**config.mk**
```make
export PLATFORM = sky130hd
export DESIGN_NAME = malloc_top
export DESIGN_NICKNAME = d
export VERILOG_FILES = /design/src/hw/malloc_pkg.sv /design/src/hw/bitmap_if.sv /design/src/hw/class_fifo.sv /design/src/hw/free_list.sv /design/src/hw/bitmap_store.sv /design/src/hw/alloc_engine.sv /design/src/hw/free_engine.sv /design/src/hw/malloc_top.sv
export SDC_FILE = /design/constraint.sdc
export NUM_CORES = 2
export LEC_CHECK = 0
export ABC_AREA = 1
export BUFFER_PORTS_ARGS = -buffer_cell sky130_fd_sc_hd__buf_2
export CAP_MARGIN = 20
export CORE_ASPECT_RATIO = 1.5
export CORE_MARGIN = 1.5
export CORE_UTILIZATION = 36
export DETAILED_ROUTE_END_ITERATION = 8
export GPL_ROUTABILITY_DRIVEN = 1
export GPL_TIMING_DRIVEN = 0
export SLEW_MARGIN = 20
export SYNTH_ARGS = -nofsm -noshare
export SYNTH_HDL_FRONTEND = slang
export SYNTH_SLANG_ARGS = --single-unit
```
**constraint.sdc**
```tcl
create_clock -name clk -period 5.3 [get_ports clk]
set_input_delay 0.795 -clock clk [delete_from_list [all_inputs] [get_ports clk]]
set_output_delay 0.795 -clock clk [all_outputs]
set_load 0.02 [all_outputs]
```
**src/hw/malloc_pkg.sv**
```systemverilog
`default_nettype none

package malloc_pkg;

    localparam int BLOCK_BYTES     = 64;
    localparam int BLOCKS_PER_PAGE = 32;
    localparam int NUM_PAGES       = 4;
    localparam int CLASS_COUNT     = 4;
    localparam int DATA_BASE       = 256;
    localparam int FIFO_DEPTH      = 8;

    typedef logic [31:0]                pointer_t;
    typedef logic [15:0]                size_t;
    typedef logic [1:0]                 class_t;
    typedef logic [7:0]                 blocks_t;
    typedef logic [1:0]                 page_t;
    typedef logic [BLOCKS_PER_PAGE-1:0] bitmap_t;

    typedef struct packed {
        pointer_t start;
        blocks_t  length;
    } chunk_t;

    // msb is the valid flag, low bits the class index
    function automatic logic [2:0] size_to_class(input size_t size);
        logic [2:0] sel;
        sel = 3'b000;
        for (int c = CLASS_COUNT - 1; c >= 0; c--) begin
            if (size != 0 && int'(size) <= (BLOCK_BYTES << c)) begin
                sel = {1'b1, class_t'(c)};
            end
        end
        return sel;
    endfunction

    function automatic blocks_t class_blocks(input class_t cls);
        return blocks_t'(1) << cls;
    endfunction

endpackage

`default_nettype wire

```
**src/hw/bitmap_if.sv**
```systemverilog
`timescale 1ns/1ps
`default_nettype none

interface bitmap_if;
    import malloc_pkg::*;

    logic    req;
    logic    we;
    page_t   page;
    bitmap_t wdata;
    logic    gnt;
    bitmap_t rdata;

    // engine side, req held across the whole read-modify-write
    modport master (
        output req, we, page, wdata,
        input  gnt, rdata
    );

    modport slave (
        input  req, we, page, wdata,
        output gnt, rdata
    );

endinterface

`default_nettype wire

```
**src/hw/class_fifo.sv**
```systemverilog
`timescale 1ns/1ps
`default_nettype none

module class_fifo #(
    parameter int DEPTH = 8
) (
    input  logic               clk,
    input  logic               rst,
    input  logic               push,
    input  malloc_pkg::chunk_t push_chunk,
    output logic               full,
    input  logic               pop,
    output malloc_pkg::chunk_t pop_chunk,
    output logic               empty
);
    import malloc_pkg::*;

    localparam int AW = (DEPTH > 1) ? $clog2(DEPTH) : 1;

    chunk_t        mem [DEPTH];
    logic [AW-1:0] wr_ptr;
    logic [AW-1:0] rd_ptr;
    logic [AW:0]   count;

    assign full      = (count == DEPTH);
    assign empty     = (count == 0);
    assign pop_chunk = mem[rd_ptr];

    // callers honour full and empty
    always_ff @(posedge clk) begin
        if (rst) begin
            wr_ptr <= '0;
            rd_ptr <= '0;
            count  <= '0;
        end else begin
            if (push) begin
                wr_ptr <= (wr_ptr == AW'(DEPTH - 1)) ? '0 : wr_ptr + 1'b1;
            end
            if (pop) begin
                rd_ptr <= (rd_ptr == AW'(DEPTH - 1)) ? '0 : rd_ptr + 1'b1;
            end
            case ({push, pop})
                2'b10:   count <= count + 1'b1;
                2'b01:   count <= count - 1'b1;
                default: count <= count;
            endcase
        end
    end

    always_ff @(posedge clk) begin
        if (push) begin
            mem[wr_ptr] <= push_chunk;
        end
    end

endmodule

`default_nettype wire

```
**src/hw/free_list.sv**
```systemverilog
`timescale 1ns/1ps
`default_nettype none

module free_list #(
    parameter int NUM_PAGES = malloc_pkg::NUM_PAGES
) (
    input  logic               clk,
    input  logic               rst,
    input  logic               pop_req,
    input  malloc_pkg::class_t pop_class,
    output logic               pop_ack,
    output logic               pop_empty,
    output malloc_pkg::chunk_t pop_chunk,
    input  logic               push_a,
    input  malloc_pkg::class_t push_a_class,
    input  malloc_pkg::chunk_t push_a_chunk,
    input  logic               push_f,
    input  malloc_pkg::class_t push_f_class,
    input  malloc_pkg::chunk_t push_f_chunk
);
    import malloc_pkg::*;

    localparam int CNT_W = $clog2(NUM_PAGES + 1);

    logic [CLASS_COUNT-1:0] fifo_push;
    logic [CLASS_COUNT-1:0] fifo_pop;
    logic [CLASS_COUNT-1:0] fifo_full;
    logic [CLASS_COUNT-1:0] fifo_empty;
    chunk_t                 fifo_in [CLASS_COUNT];
    chunk_t                 fifo_head [CLASS_COUNT];
    logic [CNT_W-1:0]       next_page;
    chunk_t                 fresh;
    logic                   hold_valid;
    class_t                 hold_class;
    chunk_t                 hold_chunk;
    logic                   f_valid;
    class_t                 f_class;
    chunk_t                 f_chunk;

    // free-side source, a held entry drains before new pushes
    assign f_valid = hold_valid | push_f;
    assign f_class = hold_valid ? hold_class : push_f_class;
    assign f_chunk = hold_valid ? hold_chunk : push_f_chunk;

    assign fresh.start  = pointer_t'(DATA_BASE + int'(next_page) * BLOCKS_PER_PAGE);
    assign fresh.length = blocks_t'(BLOCKS_PER_PAGE);

    // --------------------------------------------------
    // one FIFO per size class
    for (genvar i = 0; i < CLASS_COUNT; i++) begin : g_class
        assign fifo_push[i] = ~fifo_full[i] &
            ((push_a && push_a_class == class_t'(i)) ||
             (f_valid && !push_a && f_class == class_t'(i)));
        assign fifo_in[i]   = push_a ? push_a_chunk : f_chunk;
        assign fifo_pop[i]  = pop_req && pop_class == class_t'(i) && !fifo_empty[i];

        class_fifo #(
            .DEPTH(FIFO_DEPTH)
        ) u_fifo (
            .clk        (clk),
            .rst        (rst),
            .push       (fifo_push[i]),
            .push_chunk (fifo_in[i]),
            .full       (fifo_full[i]),
            .pop        (fifo_pop[i]),
            .pop_chunk  (fifo_head[i]),
            .empty      (fifo_empty[i])
        );
    end

    // --------------------------------------------------
    // pop port and fresh-page counter
    always_ff @(posedge clk) begin
        if (rst) begin
            pop_ack    <= 1'b0;
            pop_empty  <= 1'b0;
            next_page  <= '0;
            hold_valid <= 1'b0;
        end else begin
            pop_ack    <= pop_req;
            hold_valid <= push_a & f_valid;
            if (pop_req) begin
                if (!fifo_empty[pop_class]) begin
                    pop_empty <= 1'b0;
                end else if (next_page < NUM_PAGES) begin
                    pop_empty <= 1'b0;
                    next_page <= next_page + 1'b1;
                end else begin
                    pop_empty <= 1'b1;
                end
            end
        end
    end

    always_ff @(posedge clk) begin
        if (pop_req) begin
            pop_chunk <= !fifo_empty[pop_class] ? fifo_head[pop_class] : fresh;
        end
        if (push_a && !hold_valid) begin
            hold_class <= push_f_class;
            hold_chunk <= push_f_chunk;
        end
    end

endmodule

`default_nettype wire

```
**src/hw/bitmap_store.sv**
```systemverilog
`timescale 1ns/1ps
`default_nettype none

module bitmap_store #(
    parameter int NUM_PAGES = malloc_pkg::NUM_PAGES
) (
    input logic     clk,
    input logic     rst,
    bitmap_if.slave free_side,
    bitmap_if.slave alloc_side
);
    import malloc_pkg::*;

    bitmap_t words [NUM_PAGES];
    logic    gnt_f;
    logic    gnt_a;
    page_t   rd_page;
    bitmap_t rd_word;

    // --------------------------------------------------
    // locking arbiter, the free side wins a tie
    always_ff @(posedge clk) begin
        if (rst) begin
            gnt_f <= 1'b0;
            gnt_a <= 1'b0;
        end else if (gnt_f) begin
            gnt_f <= free_side.req;
        end else if (gnt_a) begin
            gnt_a <= alloc_side.req;
        end else if (free_side.req) begin
            gnt_f <= 1'b1;
        end else if (alloc_side.req) begin
            gnt_a <= 1'b1;
        end
    end

    assign free_side.gnt  = gnt_f;
    assign alloc_side.gnt = gnt_a;

    // --------------------------------------------------
    // word array, read tracks the owner's page
    assign rd_page = gnt_a ? alloc_side.page : free_side.page;

    always_ff @(posedge clk) begin
        if (rst) begin
            for (int p = 0; p < NUM_PAGES; p++) begin
                words[p] <= '0;
            end
        end else if (gnt_f && free_side.we) begin
            words[free_side.page] <= free_side.wdata;
        end else if (gnt_a && alloc_side.we) begin
            words[alloc_side.page] <= alloc_side.wdata;
        end
    end

    always_ff @(posedge clk) begin
        rd_word <= words[rd_page];
    end

    assign free_side.rdata  = rd_word;
    assign alloc_side.rdata = rd_word;

endmodule

`default_nettype wire

```
**src/hw/alloc_engine.sv**
```systemverilog
`timescale 1ns/1ps
`default_nettype none

module alloc_engine (
    input  logic                 clk,
    input  logic                 rst,
    input  malloc_pkg::size_t    req_data,
    input  logic                 req_valid,
    output logic                 req_ready,
    output malloc_pkg::pointer_t malloc_pointer,
    output logic                 malloc_valid,
    output logic                 malloc_failed,
    input  logic                 malloc_ready,
    output logic                 alloc_error,
    output logic                 pop_req,
    output malloc_pkg::class_t   pop_class,
    input  logic                 pop_ack,
    input  logic                 pop_empty,
    input  malloc_pkg::chunk_t   pop_chunk,
    output logic                 push_a,
    output malloc_pkg::class_t   push_a_class,
    output malloc_pkg::chunk_t   push_a_chunk,
    bitmap_if.master             bm
);
    import malloc_pkg::*;

    localparam int OFF_W = $clog2(BLOCKS_PER_PAGE);

    typedef enum logic [2:0] {
        S_IDLE, S_POP, S_WAIT_POP, S_BM_REQ, S_BM_RMW, S_RESULT, S_PUSH
    } state_t;

    state_t           state;
    logic [2:0]       req_sel;
    class_t           cls;
    chunk_t           chunk;
    logic             failed;
    blocks_t          need;
    pointer_t         rel;
    logic [OFF_W-1:0] offset;
    bitmap_t          mask;

    assign req_sel = size_to_class(req_data);
    assign need    = class_blocks(cls);
    assign rel     = chunk.start - pointer_t'(DATA_BASE);
    assign offset  = OFF_W'(rel % BLOCKS_PER_PAGE);
    assign mask    = bitmap_t'((1 << need) - 1) << offset;

    assign req_ready      = (state == S_IDLE);
    assign pop_req        = (state == S_POP);
    assign pop_class      = cls;
    assign malloc_valid   = (state == S_RESULT);
    assign malloc_failed  = failed;
    assign malloc_pointer = chunk.start;

    // remainder starts right after the returned chunk
    assign push_a       = (state == S_PUSH);
    assign push_a_class = cls;
    assign push_a_chunk = {chunk.start + pointer_t'(need), chunk.length - need};

    assign bm.req   = (state == S_BM_REQ) || (state == S_BM_RMW);
    assign bm.we    = (state == S_BM_RMW);
    assign bm.page  = page_t'(rel / BLOCKS_PER_PAGE);
    assign bm.wdata = bm.rdata | mask;

    always_ff @(posedge clk) begin
        if (rst) begin
            state       <= S_IDLE;
            failed      <= 1'b0;
            alloc_error <= 1'b0;
        end else begin
            alloc_error <= 1'b0;
            case (state)
                S_IDLE: if (req_valid) begin
                    failed <= ~req_sel[2];
                    state  <= req_sel[2] ? S_POP : S_RESULT;
                end
                S_POP: state <= S_WAIT_POP;
                S_WAIT_POP: if (pop_ack) begin
                    failed <= pop_empty;
                    state  <= pop_empty ? S_RESULT : S_BM_REQ;
                end
                S_BM_REQ: if (bm.gnt) state <= S_BM_RMW;
                S_BM_RMW: begin
                    // blocks of a free chunk must all be clear
                    alloc_error <= |(bm.rdata & mask);
                    state       <= S_RESULT;
                end
                S_RESULT: if (malloc_ready) begin
                    state <= (!failed && chunk.length >= 2 * need) ? S_PUSH : S_IDLE;
                end
                S_PUSH:  state <= S_IDLE;
                default: state <= S_IDLE;
            endcase
        end
    end

    always_ff @(posedge clk) begin
        if (state == S_IDLE && req_valid) begin
            cls   <= req_sel[1:0];
            chunk <= '0;
        end else if (state == S_WAIT_POP && pop_ack && !pop_empty) begin
            chunk <= pop_chunk;
        end
    end

endmodule

`default_nettype wire

```
**src/hw/free_engine.sv**
```systemverilog
`timescale 1ns/1ps
`default_nettype none

module free_engine (
    input  logic                 clk,
    input  logic                 rst,
    input  malloc_pkg::pointer_t free_pointer,
    input  malloc_pkg::size_t    free_size,
    input  logic                 free_valid,
    output logic                 free_ready,
    output logic                 free_error,
    output logic                 push_f,
    output malloc_pkg::class_t   push_f_class,
    output malloc_pkg::chunk_t   push_f_chunk,
    bitmap_if.master             bm
);
    import malloc_pkg::*;

    localparam int OFF_W    = $clog2(BLOCKS_PER_PAGE);
    localparam int DATA_END = DATA_BASE + NUM_PAGES * BLOCKS_PER_PAGE;

    typedef enum logic [2:0] {S_IDLE, S_BM_REQ, S_BM_RMW, S_PUSH, S_REJECT} state_t;

    state_t           state;
    logic [2:0]       in_sel;
    pointer_t         in_rel;
    logic             in_ok;
    pointer_t         ptr;
    class_t           cls;
    blocks_t          need;
    pointer_t         rel;
    logic [OFF_W-1:0] offset;
    bitmap_t          mask;
    logic             owned;

    // chunk must sit in the data pages without crossing a page end
    assign in_sel = size_to_class(free_size);
    assign in_rel = free_pointer - pointer_t'(DATA_BASE);
    assign in_ok  = in_sel[2] && free_pointer >= pointer_t'(DATA_BASE) &&
                    free_pointer < pointer_t'(DATA_END) &&
                    (in_rel % BLOCKS_PER_PAGE) + class_blocks(in_sel[1:0]) <= BLOCKS_PER_PAGE;

    assign need   = class_blocks(cls);
    assign rel    = ptr - pointer_t'(DATA_BASE);
    assign offset = OFF_W'(rel % BLOCKS_PER_PAGE);
    assign mask   = bitmap_t'((1 << need) - 1) << offset;
    assign owned  = (bm.rdata & mask) == mask;

    assign free_ready   = (state == S_IDLE);
    assign free_error   = (state == S_REJECT);
    assign push_f       = (state == S_PUSH);
    assign push_f_class = cls;
    assign push_f_chunk = {ptr, need};

    assign bm.req   = (state == S_BM_REQ) || (state == S_BM_RMW);
    assign bm.we    = (state == S_BM_RMW) && owned;
    assign bm.page  = page_t'(rel / BLOCKS_PER_PAGE);
    assign bm.wdata = bm.rdata & ~mask;

    always_ff @(posedge clk) begin
        if (rst) begin
            state <= S_IDLE;
        end else begin
            case (state)
                S_IDLE:   if (free_valid) state <= in_ok ? S_BM_REQ : S_REJECT;
                S_BM_REQ: if (bm.gnt) state <= S_BM_RMW;
                S_BM_RMW: state <= owned ? S_PUSH : S_REJECT;
                default:  state <= S_IDLE;
            endcase
        end
    end

    always_ff @(posedge clk) begin
        if (state == S_IDLE && free_valid) begin
            ptr <= free_pointer;
            cls <= in_sel[1:0];
        end
    end

endmodule

`default_nettype wire

```
**src/hw/malloc_top.sv**
```systemverilog
`timescale 1ns/1ps
`default_nettype none

module malloc_top #(
    parameter int NUM_PAGES = malloc_pkg::NUM_PAGES
) (
    input  logic                 clk,
    input  logic                 rst,
    input  malloc_pkg::size_t    req_data,
    input  logic                 req_valid,
    output logic                 req_ready,
    output malloc_pkg::pointer_t malloc_pointer,
    output logic                 malloc_valid,
    output logic                 malloc_failed,
    input  logic                 malloc_ready,
    input  malloc_pkg::pointer_t free_pointer,
    input  malloc_pkg::size_t    free_size,
    input  logic                 free_valid,
    output logic                 free_ready,
    output logic                 free_error,
    output logic                 alloc_error
);
    import malloc_pkg::*;

    logic   pop_req;
    class_t pop_class;
    logic   pop_ack;
    logic   pop_empty;
    chunk_t pop_chunk;
    logic   push_a;
    class_t push_a_class;
    chunk_t push_a_chunk;
    logic   push_f;
    class_t push_f_class;
    chunk_t push_f_chunk;

    bitmap_if alloc_bm ();
    bitmap_if free_bm ();

    // --------------------------------------------------
    // engines
    alloc_engine u_alloc_engine (
        .clk (clk), .rst (rst),
        .req_data (req_data), .req_valid (req_valid), .req_ready (req_ready),
        .malloc_pointer (malloc_pointer), .malloc_valid (malloc_valid),
        .malloc_failed (malloc_failed), .malloc_ready (malloc_ready),
        .alloc_error (alloc_error),
        .pop_req (pop_req), .pop_class (pop_class), .pop_ack (pop_ack),
        .pop_empty (pop_empty), .pop_chunk (pop_chunk),
        .push_a (push_a), .push_a_class (push_a_class), .push_a_chunk (push_a_chunk),
        .bm (alloc_bm.master)
    );

    free_engine u_free_engine (
        .clk (clk), .rst (rst),
        .free_pointer (free_pointer), .free_size (free_size),
        .free_valid (free_valid), .free_ready (free_ready), .free_error (free_error),
        .push_f (push_f), .push_f_class (push_f_class), .push_f_chunk (push_f_chunk),
        .bm (free_bm.master)
    );

    // --------------------------------------------------
    // shared state
    free_list #(.NUM_PAGES(NUM_PAGES)) u_free_list (
        .clk (clk), .rst (rst),
        .pop_req (pop_req), .pop_class (pop_class), .pop_ack (pop_ack),
        .pop_empty (pop_empty), .pop_chunk (pop_chunk),
        .push_a (push_a), .push_a_class (push_a_class), .push_a_chunk (push_a_chunk),
        .push_f (push_f), .push_f_class (push_f_class), .push_f_chunk (push_f_chunk)
    );

    bitmap_store #(.NUM_PAGES(NUM_PAGES)) u_bitmap_store (
        .clk        (clk),
        .rst        (rst),
        .free_side  (free_bm.slave),
        .alloc_side (alloc_bm.slave)
    );

endmodule

`default_nettype wire

```
Yosys cells after proc, flatten, opt, wreduce, memory -nomap -nowiden
Memory sizes are Yosys's and may differ from the RTL's. A register that Yosys moved wholly into a read port is not among the register bits.
Cells that the tools add are included.

word-level totals
  register bits = 214
  bits in writable memories = 1408
  output and inout port bits = 38
  memories = 5

memories
  name                               words  bits a word  rd ports  clocked after Yosys merged registers in  write ports  RTL line            RTL
  u_free_list.g_class[0].u_fifo.mem  8      40           1         1                                        1            class_fifo.sv:20    chunk_t mem [DEPTH];
  u_free_list.g_class[1].u_fifo.mem  8      40           1         1                                        1            class_fifo.sv:20
  u_free_list.g_class[2].u_fifo.mem  8      40           1         1                                        1            class_fifo.sv:20
  u_free_list.g_class[3].u_fifo.mem  8      40           1         1                                        1            class_fifo.sv:20
  u_bitmap_store.words               4      32           1         1                                        4            bitmap_store.sv:14  bitmap_t words [NUM_PAGES];

cells by class
  add/sub/neg operators = 26
  order comparisons = 15
  equal/unequal tests = 43
  shift operators = 7
  mux-type cells = 85
  bitwise operators = 18
  reduce and logical (&&, ||, !) cells = 75

operators by type and width
  operator                                                          number
  2-to-1 mux 40 bit                                                 5
  2-to-1 mux 3 bit                                                  35
  AND 32 bit                                                        3
  OR reduction 32 bit                                               3
  binary-select mux 40 bit (select 2 bit)                           1
  2-to-1 mux 32 bit                                                 2
  << shifter 1 x 8 -> 32 bit, first input constant                  2
  << shifter 32 x 5 -> 32 bit                                       2
  subtractor 32 x 2 -> 32 bit, second input constant                2
  logical AND 1 bit                                                 37
  == test 3 bit, second input constant                              12
  adder 32 x 8 -> 32 bit                                            1
  == test 32 bit                                                    1
  >= comparator 32 x 9 -> 1 bit, second input constant              1
  less-or-equal comparator 16 x 10 -> 1 bit, second input constant  2
  less-or-equal comparator 16 x 7 -> 1 bit, second input constant   2
  less-or-equal comparator 16 x 8 -> 1 bit, second input constant   2
  less-or-equal comparator 16 x 9 -> 1 bit, second input constant   2
  less-or-equal comparator 32 x 6 -> 1 bit, second input constant   1
  less-than comparator 32 x 9 -> 1 bit, second input constant       1
  NOT 32 bit                                                        1
  OR 32 bit                                                         1
  one-hot mux 4 bit (2 select lines)                                4
  nonzero test 16 bit                                               2
  other kinds (40)                                                  144

Logic depth before layout (Yosys ltp)
  depth after elaboration = 14
  gate-level depth with buffers = 22
  mapped depth without buffers = 21

Cells and area by module
Synthesis repeated with hierarchy kept, for this count alone.

second synthesis, totals
  cells, all modules = 6432
  area, all modules = 73419.2 um^2

modules (own cells, without submodules)
  module                                           instances  cells an instance  area an instance (um^2)
  class_fifo at u_free_list.g_class[0].u_fifo ...  2          993                13395.3
  class_fifo at u_free_list.g_class[3].u_fifo      1          993                13391.6
  class_fifo at u_free_list.g_class[1].u_fifo      1          990                13384.1
  bitmap_store                                     1          729                7399.6
  free_list                                        1          562                4845.9
  alloc_engine                                     1          737                4595.7
  free_engine                                      1          435                3011.6

Least setup slack after synthesis
OpenSTA, ideal clock, no wires.

  path type = reg-to-reg
  start point = register u_alloc_engine.state[0]
  end point = register u_free_list.g_class[3].u_fifo.count[3]
  setup time = 0.119 ns
  arrival = 5.695 ns
  data required time = 5.181 ns
  slack = -0.514 ns
  cell stages (with the launch flop) = 15
  buffers on the path = 0
  clock period less this slack = 5.814 ns
  cell sequence = dfxtp_1 > inv_1 > nor3_1 > inv_1 > nor3_1 > ha_1 > ha_1 > nand2_1 > nor2_1 > a211oi_1 > nor2_1 > nor2_1 > nand2_1 > o21ai_0 > a21oi_1

RTL lines
  element                                                                   RTL line            RTL
  start, declared                                                           alloc_engine.sv:33  state_t state;
  start signal, assigned                                                    alloc_engine.sv:76  state <= req_sel[2] ? S_POP : S_RESULT;
  start signal, assigned                                                    alloc_engine.sv:81  state <= pop_empty ? S_RESULT : S_BM_REQ;
  start signal, assigned                                                    alloc_engine.sv:90  state <= (!failed && chunk.length >= 2 * need) ? S_PUSH : S_IDLE;
  == test 3 x 1 -> 1 bit (*)                                                alloc_engine.sv:50  assign pop_req = (state == S_POP);
  net pop_req                                                               malloc_top.sv:25    logic pop_req;
  logical AND 1 bit (*) (2 in series)                                       free_list.sv:55     assign fifo_pop[i] = pop_req && pop_class == class_t'(i) && !fifo_empty[i];
  net u_free_list.g_class[3].u_fifo.pop                                     class_fifo.sv:12    input logic pop,
  == test 2 x 1 -> 1 bit or == test 2 bit (tied branches)                   class_fifo.sv:42    case ({push, pop})
  one-hot mux 4 bit (2 select lines) or nonzero test 2 bit (tied branches)  --
  end signal, assigned                                                      class_fifo.sv:43    2'b10: count <= count + 1'b1;
  end signal, assigned                                                      class_fifo.sv:44    2'b01: count <= count - 1'b1;
  end signal, assigned                                                      class_fifo.sv:45    default: count <= count;
  end, declared                                                             class_fifo.sv:23    logic [AW:0] count;

The timed path passes the listed nets; every way through them passes the cells marked *.
A chain may end at the register's enable or synchronous reset.

==> run summary <==
Cell variety after synth - 58
CTS Sinks - 1662
Share of post-route cells with drive strength above 1 - 0.107
CTS Root Cell - clkbuf_16
Post-layout minimum cycle time - 5030 ps
Top delay family on crit path - simple AND/OR/NAND/NOR gates
DP Worst Slack - -315 ps
Fmax - 199 MHz
Average size of a mapped cell - 12.6 sq um
Top cell by count, worst path - nand2_1
Post-route ant nets - 0
CTS clk-pin slew, worst paths - 60 ps
First-pass GRT wire length - 329000 microns
Yosys warning count - 0
Synthesized area - 69000 sq um
Max-slew violation count - 0
Xor/xnor share of the synthesized area - 0.00381
CP Launch Type - register
Hold WC Path Type - primary input to register
Slowest CP cell - nor2_1
Initial antenna violation count - 15
Post-Synth Adder-Cell Area - 0.0106
Leakage dissipation - 25.9 nW
Pre-antenna DRT Iters - 6
Cells after Synth - 5494
Slew @ Worst Pin - 1190 ps
Worst path required time - 5800 ps
Routed len/inst - 27.6 microns
DP Wirelength - 171000 microns
Final non-filler cell total - 8451
CP peak stage delay - 620 ps
FP Rows - 196
H-Tree Depth - 4
Uppermost layer routed - met5
GRT Overall Usage - 0.233
Initial core utilization - 0.363
Critical path class - register to register
Yosys reg bits - 1662
Met1 Wirelength - 83500 microns
Longest Clk Path Bufs - 4
Final setup margin - 271 ps
DR DRC count - 0
Number of buffers added on ports - 105
CTS tree - yes
Vias - 48.0k
Final-report hold violation count - 0
Ys async rst share - 0
Final GP Congestion - 1.01
Cts bufs inserted - 155
Gr ovfl total - 0
Routed wire length - 233000 microns
Fill count - 17.5k
Core Region - 190000 sq um
Worst setup EP type - register
CP Max Fanout - 17
DR vias/cell - 5.68
Pwr/cell area - 372 nW/um^2
P&R area growth vs syn - 16.6%
Maxcap violations - 0
Post-CTS Setup Inserts - 0
Sequential share of the synthesized area - 0.703
Worst path cell trace - inv_1, nor2_1, clkbuf_1, ha_1, nand3_1, nand2_1, nand2_1, a21oi_1, nand3_1, nor2_1, nand3_1, nor2_1, nand2_1, nor4_1, xor2_1, nand2_1, nand2_2, buf_16
Vias in the first global route - 46.9k
Final critical-path share of the clock period - 0.949
Complex-gate fraction of the synthesized area - 0.116
Wire length on met2 - 116000 microns
Data arrival, critical path - 5530 ps
Simple-gate share of the synthesized area - 0.102
Multiplexer share of the synthesized area - 0.0266
Die height - 539 microns
Pin count of the biggest net entering global routing - 33
Post-synth EDFFs - 1522
Final Setup Violations - 0
IO Pins - 107
Status - finished, final reports clean
VDD IR max - 0.000239 V
Total die area - 194000 sq um
DR WL met3 - 16400 microns
Dpl cells - 8182
Worst path bufs/invs - 3
Most used DFF post-synth - edfxtp_1
Final nets - 5986
Die X - 360 microns
Initial DRC count - 5643
Clk_skew - 69.0 ps
Largest family of logic cells by synthesized area - compound AO/OA/AOI/OAI gates
RSZ-0062 raised after global routing - false
Clock latency on the worst-skew pair - 820 ps
Relative slew slack - 0.200
[cells by family after synthesis]
logic type                 after synthesis
buffers and inverters                  623
DFF                                   1662
xor gates and xnor gates                30
and+or+nand+nor                       1701
other                                    2
AOI/OAI and AO/OA                     1239
muxes                                  183
adders and majority gates               54
[routing by layer]
layer / track usage / vias to the layer above
met4: 0.149 / 6
met3: 0.0308 / 514
met5: 0 / -
li1: - / 21151
met1: 0.269 / 23993
met2: 0.407 / 2305
[flip-flops by register name (all words and copies together), names as in the netlist, 2 cells and up, named ones only]
| register | cells |
|---|---|
| u_alloc_engine.chunk | 8 |
| u_alloc_engine.malloc_pointer | 32 |
| u_alloc_engine.pop_class | 2 |
| u_alloc_engine.state | 3 |
| u_bitmap_store.alloc_side.rdata | 32 |
| u_bitmap_store.words | 128 |
| u_free_engine.ptr | 32 |
| u_free_engine.push_f_class | 2 |
| u_free_engine.state | 3 |
| u_free_list.g_class.u_fifo.count | 16 |
| u_free_list.g_class.u_fifo.mem | 1280 |
| u_free_list.g_class.u_fifo.rd_ptr | 12 |
| u_free_list.g_class.u_fifo.wr_ptr | 12 |
| u_free_list.hold_chunk | 36 |
| u_free_list.hold_class | 2 |
| u_free_list.next_page | 3 |
| u_free_list.pop_chunk | 40 |
[synth_stat cells (39+ instances only)]
library cell  instances  area, sq um
edfxtp_1           1522        45700
nor2_1              797         2990
nand2_1             548         2060
o21ai_0             542         2710
clkbuf_1            288         1080
o221ai_1            240         2100
inv_1               222          833
nand3_1             220         1100
mux2i_1             183         1830
a21oi_1             140          701
dfxtp_1             140         2800
o211ai_1             94          706
o32ai_1              59          517
ha_1                 47          588
buf_4                43          323
o22ai_1              39          244
[power breakdown]
group / switching, mW / internal [mW] / leakage [nW] / total [mW]
Combinational: 2.79 / 0.949 / 8.62 / 3.74
Clock: 4.83 / 6.06 / 2.33 / 10.9
Sequential: 0.314 / 15.0 / 15.0 / 15.3
Total: 7.93 / 22.0 / 25.9 / 29.9
[path summary, 6_finish.rpt]
| path | start | end | slack [ps] | cells after the start |
|---|---|---|---|---|
| setup reg to reg | u_alloc_engine.pop_class[1] | u_free_list.g_class[2].u_fifo.mem[3][33] | 270 | 18 |
| hold / removal | free_pointer[25] | u_free_engine.ptr[25] | 180 | 1 |
| hold reg to reg | u_free_engine.ptr[22] | u_free_list.hold_chunk[30] | 470 | 0 |
| setup / recovery | u_alloc_engine.pop_class[1] | u_free_list.g_class[2].u_fifo.mem[3][33] | 270 | 18 |
[placed cells by master, fill, tap and decap left out, types with 37 or more instances in the layout]
| master | netlist | layout |
|---|---|---|
| mux2i_1 | 183 | 182 |
| o211ai_1 | 94 | 94 |
| o221ai_1 | 240 | 240 |
| buf_2 | 9 | 115 |
| buf_4 | 43 | 48 |
| a21oi_1 | 140 | 137 |
| nand4_1 | 37 | 37 |
| inv_1 | 222 | 222 |
| nor2_4 | 4 | 38 |
| clkbuf_1 | 288 | 328 |
| nand3_1 | 220 | 220 |
| clkbuf_16 | 0 | 159 |
| o22ai_1 | 39 | 37 |
| nor2_1 | 797 | 761 |
| nand2_1 | 548 | 524 |
| buf_16 | 0 | 63 |
| dfxtp_1 | 140 | 140 |
| ha_1 | 47 | 47 |
| o21ai_0 | 542 | 532 |
| edfxtp_1 | 1522 | 1522 |
| o32ai_1 | 59 | 59 |
[final cells by class]
class                   count  area [sq um]  share of cell area
diodes                      3          7.51           0.0000933
multi-input cells        3211         18500               0.230
flip-flops and latches   1662         48500               0.603
well taps                2475          3100              0.0385
plain buffers             373          1660              0.0206
inverters                 249           940              0.0117
clock inverters            60           571             0.00709
repair buffers            211          3010              0.0374
clock buffers             207          4200              0.0522
[what timing repair did]
action	4_1_cts	5_1_grt
pin swaps	0	0
hold buffers	0	0
endpoints found under the setup margin	150	193
resized for setup	1	4
[stage by stage]
stage                     setup TNS, ps  total power [mW]   util  instance area (sq um)  hold WS [ps]
after global routing                  0              30.7  0.423                  80500           165
final                                 0              29.9  0.423                  80500           178
after detailed placement         -25080              19.2  0.398                  75700           439
after floorplan                       0              17.2      -                  69000           426
after global placement         -3238970              18.9  0.382                  72600           453
after CTS                             0              29.9  0.423                  80400           154
Power figures use the tool's default switching activity.
